## config.mk

```make
export PLATFORM = sky130hd
export DESIGN_NAME = insn_fetch_top
export DESIGN_NICKNAME = d
export VERILOG_FILES = /design/src/common/fetch_pkg.sv /design/src/common/isa_pkg.sv /design/src/common/prefetch_if.sv /design/src/hw/insn_fetch/insn_fetch_top.sv /design/src/hw/insn_fetch/fetch_resp_stage.sv /design/src/hw/insn_fetch/prefetch_ctrl.sv /design/src/hw/insn_intg_check.sv
export VERILOG_INCLUDE_DIRS = /design/src /design/src/common
export SDC_FILE = /design/constraint.sdc
export NUM_CORES = 1
export LEC_CHECK = 0
export BUFFER_PORTS_ARGS = -buffer_cell sky130_fd_sc_hd__buf_4
export CORE_MARGIN = 4
export CORE_UTILIZATION = 49
export DETAILED_ROUTE_END_ITERATION = 10
export HOLD_SLACK_MARGIN = 0.03
export PLACE_DENSITY = 0.89
export SETUP_SLACK_MARGIN = 0.5
export SYNTH_ARGS = -nofsm -noshare
export SYNTH_HDL_FRONTEND = slang
export SYNTH_SLANG_ARGS = --single-unit
export TNS_END_PERCENT = 20
```

## constraint.sdc

```tcl
create_clock -name clk_i -period 3.79 [get_ports clk_i]
set_clock_uncertainty 0.1 [all_clocks]
set_input_delay 0.5685 -clock clk_i [delete_from_list [all_inputs] [get_ports clk_i]]
set_output_delay 0.5685 -clock clk_i [all_outputs]
set_load 0.02 [all_outputs]
```

## src/common/fetch_params.svh

```systemverilog
//////////////////////////////////////////////////
// Instruction fetch parameters
// Memory geometry and stored word layout
//////////////////////////////////////////////////
`ifndef FETCH_PARAMS_SVH
`define FETCH_PARAMS_SVH

// Instruction memory size in bytes
`define IMEM_SIZE_BYTE 4096

// Byte address width that covers the whole memory
`define IMEM_ADDR_W $clog2(`IMEM_SIZE_BYTE)

// Width of one instruction word
`define INSN_W 32

// Number of check bits stored next to each word
`define INTG_W 7

// Stored word with the check bits above the instruction
`define INSN_INTG_W (`INSN_W + `INTG_W)

`endif
```

## src/common/fetch_pkg.sv

```systemverilog
//////////////////////////////////////////////////
// Fetch package
// Address types and the prefetch address choice
//////////////////////////////////////////////////
`include "fetch_params.svh"

package fetch_pkg;

  // Byte address into instruction memory
  typedef logic [`IMEM_ADDR_W-1:0] imem_addr_t;

  // One extra bit so a loop end past memory never matches
  typedef logic [`IMEM_ADDR_W:0] loop_end_t;

  // Source of the next prefetch address
  typedef enum logic [2:0] {
    PF_NEXT,
    PF_HOLD,
    PF_REDIRECT,
    PF_BRANCH_STOP,
    PF_LOOP
  } pf_sel_e;

endpackage

```

## src/common/isa_pkg.sv

```systemverilog
//////////////////////////////////////////////////
// ISA package
// Opcodes and instruction word types
//////////////////////////////////////////////////
`include "fetch_params.svh"

package isa_pkg;

  // Base opcodes found in the low seven bits of a word
  typedef enum logic [6:0] {
    OPC_LOAD    = 7'h03,
    OPC_BIGNUM  = 7'h0b,
    OPC_OP_IMM  = 7'h13,
    OPC_STORE   = 7'h23,
    OPC_BN_ALU  = 7'h2b,
    OPC_OP      = 7'h33,
    OPC_LUI     = 7'h37,
    OPC_BRANCH  = 7'h63,
    OPC_JALR    = 7'h67,
    OPC_JAL     = 7'h6f,
    OPC_SYSTEM  = 7'h73,
    OPC_BN_MAC  = 7'h7b
  } opcode_e;

  // Plain instruction as seen by the decoder
  typedef logic [`INSN_W-1:0] insn_t;

  // Check bits kept with every word
  typedef logic [`INTG_W-1:0] intg_t;

  // Word as stored in memory, check bits sit above the instruction
  typedef logic [`INSN_INTG_W-1:0] insn_intg_t;

endpackage

```

## src/common/prefetch_if.sv

```systemverilog
//////////////////////////////////////////////////
// Prefetch interface
// Carries the prefetched word to the response stage
//////////////////////////////////////////////////
`timescale 1ns/1ps

interface prefetch_if import isa_pkg::*, fetch_pkg::*; ();

  // Address of the word now on the memory data bus
  imem_addr_t pf_addr;
  // Memory rvalid after the kill has been applied
  logic       pf_rvalid;
  // Stored word with its check bits
  insn_intg_t pf_rdata;
  // Valid prefetch whose address matches the request
  logic       pf_hit;

  // The prefetch controller drives every signal
  modport ctrl (
    output pf_addr,
    output pf_rvalid,
    output pf_rdata,
    output pf_hit
  );

  // The response stage only samples them
  modport resp (
    input pf_addr,
    input pf_rvalid,
    input pf_rdata,
    input pf_hit
  );

endinterface

```

## src/hw/insn_fetch/insn_fetch_top.sv

```systemverilog
//////////////////////////////////////////////////
// Instruction fetch unit
// Prefetch, response register and integrity check
//////////////////////////////////////////////////
`timescale 1ns/1ps

module insn_fetch_top import isa_pkg::*, fetch_pkg::*; (
  input  logic        clk_i,
  input  logic        rst_ni,

  // Instruction memory, read only
  output logic        imem_req_o,
  output imem_addr_t  imem_addr_o,
  input  insn_intg_t  imem_rdata_i,
  input  logic        imem_rvalid_i,

  // Fetch request from the execute side
  input  logic        insn_fetch_req_valid_i,
  input  imem_addr_t  insn_fetch_req_addr_i,

  // Fetched instruction
  output logic        insn_fetch_resp_valid_o,
  output imem_addr_t  insn_fetch_resp_addr_o,
  output insn_t       insn_fetch_resp_data_o,
  input  logic        insn_fetch_resp_clear_i,

  // Prefetch control from the controller
  input  logic        prefetch_en_i,
  input  logic        prefetch_loop_active_i,
  input  logic [31:0] prefetch_loop_iterations_i,
  input  loop_end_t   prefetch_loop_end_addr_i,
  input  imem_addr_t  prefetch_loop_jump_addr_i,
  input  logic        prefetch_ignore_errs_i,

  // Fault reporting
  output logic        insn_fetch_err_o,
  output logic        insn_addr_err_o
);

  // Registered word sent back to the check
  insn_intg_t resp_word;
  logic       intg_err;

  // Prefetched word between the controller and the response stage
  prefetch_if pf ();

  prefetch_ctrl i_prefetch_ctrl (
    .clk_i                      (clk_i),
    .rst_ni                     (rst_ni),
    .imem_rdata_i               (imem_rdata_i),
    .imem_rvalid_i              (imem_rvalid_i),
    .insn_fetch_req_valid_i     (insn_fetch_req_valid_i),
    .insn_fetch_req_addr_i      (insn_fetch_req_addr_i),
    .prefetch_en_i              (prefetch_en_i),
    .prefetch_loop_active_i     (prefetch_loop_active_i),
    .prefetch_loop_iterations_i (prefetch_loop_iterations_i),
    .prefetch_loop_end_addr_i   (prefetch_loop_end_addr_i),
    .prefetch_loop_jump_addr_i  (prefetch_loop_jump_addr_i),
    .imem_req_o                 (imem_req_o),
    .imem_addr_o                (imem_addr_o),
    .pf                         (pf.ctrl)
  );

  fetch_resp_stage i_fetch_resp_stage (
    .clk_i                   (clk_i),
    .rst_ni                  (rst_ni),
    .insn_fetch_req_valid_i  (insn_fetch_req_valid_i),
    .insn_fetch_req_addr_i   (insn_fetch_req_addr_i),
    .insn_fetch_resp_clear_i (insn_fetch_resp_clear_i),
    .prefetch_ignore_errs_i  (prefetch_ignore_errs_i),
    .intg_err_i              (intg_err),
    .insn_fetch_resp_valid_o (insn_fetch_resp_valid_o),
    .insn_fetch_resp_addr_o  (insn_fetch_resp_addr_o),
    .insn_fetch_resp_data_o  (insn_fetch_resp_data_o),
    .resp_word_o             (resp_word),
    .insn_fetch_err_o        (insn_fetch_err_o),
    .insn_addr_err_o         (insn_addr_err_o),
    .pf                      (pf.resp)
  );

  // Check runs on the registered word, not on the memory bus
  insn_intg_check i_insn_intg_check (
    .word_i (resp_word),
    .err_o  (intg_err)
  );

endmodule

```

## src/hw/insn_fetch/fetch_resp_stage.sv

```systemverilog
//////////////////////////////////////////////////
// Fetch response stage
// Response registers, error gating and address fault
//////////////////////////////////////////////////
`timescale 1ns/1ps
`include "fetch_params.svh"

module fetch_resp_stage import isa_pkg::*, fetch_pkg::*; (
  input  logic        clk_i,
  input  logic        rst_ni,

  input  logic        insn_fetch_req_valid_i,
  input  imem_addr_t  insn_fetch_req_addr_i,
  input  logic        insn_fetch_resp_clear_i,
  input  logic        prefetch_ignore_errs_i,
  input  logic        intg_err_i,

  output logic        insn_fetch_resp_valid_o,
  output imem_addr_t  insn_fetch_resp_addr_o,
  output insn_t       insn_fetch_resp_data_o,
  output insn_intg_t  resp_word_o,
  output logic        insn_fetch_err_o,
  output logic        insn_addr_err_o,

  prefetch_if.resp    pf
);

  logic       resp_valid_q;
  logic       resp_valid_d;
  logic       resp_load;
  imem_addr_t resp_addr_q;
  insn_intg_t resp_word_q;

  // Only a request that hits the prefetched word loads the response
  assign resp_load = insn_fetch_req_valid_i & pf.pf_hit;

  // A request decides validity on its own, otherwise hold until cleared
  assign resp_valid_d = insn_fetch_req_valid_i ? pf.pf_hit :
                                                 resp_valid_q & ~insn_fetch_resp_clear_i;

  always_ff @(posedge clk_i or negedge rst_ni) begin
    if (!rst_ni) begin
      resp_valid_q <= 1'b0;
    end else begin
      resp_valid_q <= resp_valid_d;
    end
  end

  always_ff @(posedge clk_i or negedge rst_ni) begin
    if (!rst_ni) begin
      resp_addr_q <= '0;
      resp_word_q <= '0;
    end else if (resp_load) begin
      resp_addr_q <= pf.pf_addr;
      resp_word_q <= pf.pf_rdata;
    end
  end

  assign insn_fetch_resp_valid_o = resp_valid_q;
  assign insn_fetch_resp_addr_o  = resp_addr_q;
  // Check bits are stripped before the word goes to the decoder
  assign insn_fetch_resp_data_o  = resp_word_q[`INSN_W-1:0];
  assign resp_word_o             = resp_word_q;

  // A stale word in the register must not report an error
  assign insn_fetch_err_o = intg_err_i & resp_valid_q;

  // The prefetcher is either right or has nothing, so a valid word at the
  // wrong address points at a fault in the control flow
  assign insn_addr_err_o = pf.pf_rvalid & insn_fetch_req_valid_i & ~prefetch_ignore_errs_i &
                           (insn_fetch_req_addr_i != pf.pf_addr);

  a_addr_stable: assert property (@(posedge clk_i) disable iff (!rst_ni)
    !resp_load |=> $stable(resp_addr_q));

endmodule

```

## src/hw/insn_fetch/prefetch_ctrl.sv

```systemverilog
//////////////////////////////////////////////////
// Prefetch controller
// Picks the next memory address and tracks the kill
//////////////////////////////////////////////////
`timescale 1ns/1ps

module prefetch_ctrl import isa_pkg::*, fetch_pkg::*; (
  input  logic        clk_i,
  input  logic        rst_ni,

  input  insn_intg_t  imem_rdata_i,
  input  logic        imem_rvalid_i,

  input  logic        insn_fetch_req_valid_i,
  input  imem_addr_t  insn_fetch_req_addr_i,

  input  logic        prefetch_en_i,
  input  logic        prefetch_loop_active_i,
  input  logic [31:0] prefetch_loop_iterations_i,
  input  loop_end_t   prefetch_loop_end_addr_i,
  input  imem_addr_t  prefetch_loop_jump_addr_i,

  output logic        imem_req_o,
  output imem_addr_t  imem_addr_o,

  prefetch_if.ctrl    pf
);

  imem_addr_t pf_addr_q;
  logic       kill_q;
  logic       kill_d;
  logic       pf_rvalid;
  logic       pf_hit;
  logic       pf_capture;
  logic       is_branch;
  logic       loop_end_hit;
  opcode_e    opcode;
  pf_sel_e    pf_sel;

  // A killed word is treated as if memory had not answered
  assign pf_rvalid = imem_rvalid_i & ~kill_q;
  assign pf_hit    = pf_rvalid & (insn_fetch_req_addr_i == pf_addr_q);

  // Any control transfer stops prefetching since its target is unknown here
  assign opcode    = opcode_e'(imem_rdata_i[6:0]);
  assign is_branch = opcode inside {OPC_BRANCH, OPC_JAL, OPC_JALR};

  // Jump back only if at least one more pass of the loop follows
  assign loop_end_hit = prefetch_loop_active_i &&
                        ({1'b0, pf_addr_q} == prefetch_loop_end_addr_i) &&
                        (prefetch_loop_iterations_i > 32'd1);

  // Address choice in priority order
  always_comb begin
    if (!insn_fetch_req_valid_i) begin
      pf_sel = PF_HOLD;
    end else if (!pf_hit) begin
      pf_sel = PF_REDIRECT;
    end else if (is_branch) begin
      pf_sel = PF_BRANCH_STOP;
    end else if (loop_end_hit) begin
      pf_sel = PF_LOOP;
    end else begin
      pf_sel = PF_NEXT;
    end
  end

  always_comb begin
    unique case (pf_sel)
      // Stalled requester will want the same word again
      PF_HOLD:     imem_addr_o = pf_addr_q;
      PF_REDIRECT: imem_addr_o = insn_fetch_req_addr_i;
      PF_LOOP:     imem_addr_o = prefetch_loop_jump_addr_i;
      // Branch stop leaves the sequential address on the bus but drops the answer
      default:     imem_addr_o = pf_addr_q + imem_addr_t'(4);
    endcase
  end

  assign kill_d     = (pf_sel == PF_BRANCH_STOP);
  assign pf_capture = prefetch_en_i & ~kill_d;
  assign imem_req_o = prefetch_en_i;

  // The captured address is the one whose data arrives next cycle
  always_ff @(posedge clk_i or negedge rst_ni) begin
    if (!rst_ni) begin
      pf_addr_q <= '0;
    end else if (pf_capture) begin
      pf_addr_q <= imem_addr_o;
    end
  end

  always_ff @(posedge clk_i or negedge rst_ni) begin
    if (!rst_ni) begin
      kill_q <= 1'b0;
    end else begin
      kill_q <= kill_d;
    end
  end

  assign pf.pf_addr   = pf_addr_q;
  assign pf.pf_rvalid = pf_rvalid;
  assign pf.pf_rdata  = imem_rdata_i;
  assign pf.pf_hit    = pf_hit;

  // Word handed to the response stage was really returned by memory
  a_rvalid_from_mem: assert property (@(posedge clk_i) disable iff (!rst_ni)
    pf_rvalid |-> imem_rvalid_i);

  // A kill forces a miss next cycle, so a held request can never stop twice
  a_no_double_kill: assert property (@(posedge clk_i) disable iff (!rst_ni)
    (kill_d && insn_fetch_req_valid_i) ##1 insn_fetch_req_valid_i |-> !kill_d);

endmodule

```

## src/hw/insn_intg_check.sv

```systemverilog
//////////////////////////////////////////////////
// Instruction integrity check
// Recomputes the 7 check bits and flags a mismatch
//////////////////////////////////////////////////
`timescale 1ns/1ps
`include "fetch_params.svh"

module insn_intg_check import isa_pkg::*; (
  input  insn_intg_t word_i,
  output logic       err_o
);

  intg_t calc_intg;

  // Check bit k is the inverted parity of data bits with index mod 7 equal to k
  always_comb begin
    calc_intg = '1;
    for (int i = 0; i < `INSN_W; i++) begin
      calc_intg[i % `INTG_W] = calc_intg[i % `INTG_W] ^ word_i[i];
    end
  end

  // Any differing bit counts, there is no correction
  assign err_o = |(calc_intg ^ word_i[`INSN_INTG_W-1:`INSN_W]);

endmodule

```

==> metrics.txt <==
Critical Path Source Type=flip-flop; pwr/cell area=a little under 300 mW/mm^2; Post-synth EDFFs=0; setup violators final=0; Mapped Area=approximately 0.0043 sq mm; CTS buffer count=9; most common cell after layout, fill and taps aside=buf_4; initial DRC count=about 310; Tcrit/Tclk final=89.6%; smallest hold slack=around 0.23 ns; final RePlAce weighted congestion=a little under 1; Core Rows=33; grt ovf=0; CTS max path bufs=2; layout cells sized above 1=between 40% and 50%; initial antenna violation count=0; Port Buffer Count=roughly 170; Die Y=about 100 um; P&R area growth vs syn=43.9%; DR vias=4296; VDD IR max=roughly 0.22 mV; LEAKAGE=3.06 nW; worst-margin pin slew=around 0.85 ns; Setup WS pre-CTS=0.210 ns; warnings from Yosys=0; CP delay by family, top=compound AO/OA/AOI/OAI gates; Pins Over Slew Limit=0; Arr. time, crit path=2.73 ns; Seq/Total Area, Yosys=between 30% and 40%; DR DRC count=0; maximum clock frequency=a little under 300 MHz; TritonRoute pass-1 iters=5; Final HPWL DP=9950 um; Worst slew margin=between 40% and 50%; worst min-delay path category=in2async; GRT Total Usage=27.7%; ANT nets after route=0; critical-path cell list=xor2_4, nor4_2, nand4_1, buf_4, o31a_4, buf_16, a211oi_4, a21oi_2, buf_6; WL/cell=18.7 um; maxcap violations=0; # nets final=766; Bufs and invs on worst path=3; outcome=complete, no violations; Critical Path RT=between 3 and 4 ns; Root Buffer Master=clkbuf_8; Final min period=about 3.4 ns; Design Power=between 1.5 and 2 mW; CTS tree=built; DIE AREA=just over 0.01 sq mm; number of I/O pins=176; RR Startpoint=i_prefetch_ctrl.pf.pf_addr[8]; Post-CTS Hold Fix Bufs=0; most frequent cells in the layout=buf_4 (207), nand2_1 (132), dfrtp_1 (59); final worst-path setup slack=0.395 ns; vias in the first global route=4488; Mapped Nets=approximately 600; post-DR vias/cell=5.67; largest net degree at the start of global routing=66; crit path capture type=output port; first-pass GRT wire length=about 22000 um; clk slew on worst S/H paths=0.08 ns; FF+latch area=approximately 0.0016 sq mm; clk sink count=between 60 and 70; worst skew pair latency=about 0.34 ns; Synth Flop Type=dfrtp_1; RSZ-0062 raised after global routing=true; Detailed Route WL=around 14000 um; Avg Cell Area, Syn=8.96 sq um; ys async rst share=100%; Ant. Diodes=0; Final Util=about 74%; Setup TNS Final=0 ns; multi-input logic area=0.00245 sq mm; Worst Path Max Fanout=6; Die X=102 um; htree depth=3; cell count after synthesis=480; Synth cell types=44; Worst setup startpoint=i_prefetch_ctrl.pf.pf_addr[10]; crit path max-delay cell type=dfrtp_2; Filler cells=a little under 600; Final Hold Vio Count=0; number of synthesized register bits=65; Initial Util=around half; area of the core=~0.0084 sq mm; kind of critical path=reg2out; Worst path max stage delay=0.48 ns
## Yosys cell counts, drive strengths merged (7+ instances only)
cell type	count	area, sq um
nand2	132	495
dfrtp	65	1630
xnor2	50	472
buf	42	339
clkbuf	19	71.3
a21oi	18	90.1
nor4	15	109
xor2	14	123
inv	13	48.8
mux2	13	146
nand4	11	81.3
a211oi	10	105
a221oi	10	125
o22ai	10	62.6
nor2	8	30.0
o311ai	8	70.1
nor3	7	35.0
## kinds of logic (layout without fill, tap and decap cells)
family          after synthesis  after routing  share of synthesized area [%]
simple gates                196            196                           21.4
flops                        65             65                           37.8
fa+ha+maj                     1              1                          0.291
compound gates               67             67                           12.6
mux                          13             13                           3.40
xor+xnor                     64             64                           13.8
buf+inv                      74            247                           10.7
## power breakdown
part           total (mW)  internal, mW  leakage, nW  switching [mW]
Combinational       0.497         0.252         2.10           0.246
Clock               0.580         0.297       0.0909           0.284
Sequential          0.743         0.714        0.872          0.0285
Total                1.82          1.26         3.06           0.558
## sequential cells by signal, summed over array words and instances (netlist names)
name / cells
i_fetch_resp_stage.insn_fetch_resp_valid_o: 1
i_fetch_resp_stage.insn_fetch_resp_addr_o: 12
i_fetch_resp_stage.resp_word_o: 39
i_prefetch_ctrl.kill_q: 1
i_prefetch_ctrl.pf.pf_addr: 12
## what timing repair did
| item | in CTS | in global routing |
|---|---|---|
| endpoints found under the setup margin | 12 | 12 |
| pin swaps | 11 | 14 |
| buffers inserted | 18 | 6 |
| gates cloned | 2 | 0 |
| resized for setup | 45 | 11 |
## per-stage QoR
| step | instance area [sq um] | cells |
|---|---|---|
| after global placement | 5480 | 717 |
| after global routing | 6190 | 758 |
| final | 6190 | 758 |
| after detailed placement | 5480 | 717 |
| after floorplan | 4300 | 480 |
| after CTS | 6070 | 752 |
## path summary, 6_finish.rpt
check	end	slack, ns	cells after the start
worst min-delay path	i_prefetch_ctrl.pf.pf_addr[6]	0.23	1
worst min register to register	i_fetch_resp_stage.resp_word_o[38]	0.39	2
max in group asynchronous	i_prefetch_ctrl.pf.pf_addr[2]	2.77	1
worst max-delay path	imem_addr_o[6]	0.40	9
worst max register to register	i_prefetch_ctrl.pf.pf_addr[11]	1.01	9
min in group clk_i	i_fetch_resp_stage.resp_word_o[30]	0.32	3
## routing by layer
metal / up-vias / GRT usage (%) / share of wire, %
met1: 2026 / 32.3 / 36
li1: 1937 / - / -
met5: - / 0 / 0
met2: 299 / 45.8 / 49
met3: 34 / 9.57 / 12
met4: 0 / 13.0 / 3.3
## area by class of cell
| type | instances | share of cell area, % |
|---|---|---|
| Clock buffer | 9 | 2.00 |
| Clock inverter | 6 | 0.971 |
| Inverter | 13 | 0.789 |
| Multi-Input combinational cell | 341 | 39.6 |
| Sequential cell | 65 | 26.4 |
| Tap cell | 105 | 2.12 |
| Timing Repair Buffer | 219 | 28.1 |
No activity file was read; power rests on OpenSTA's default activity.
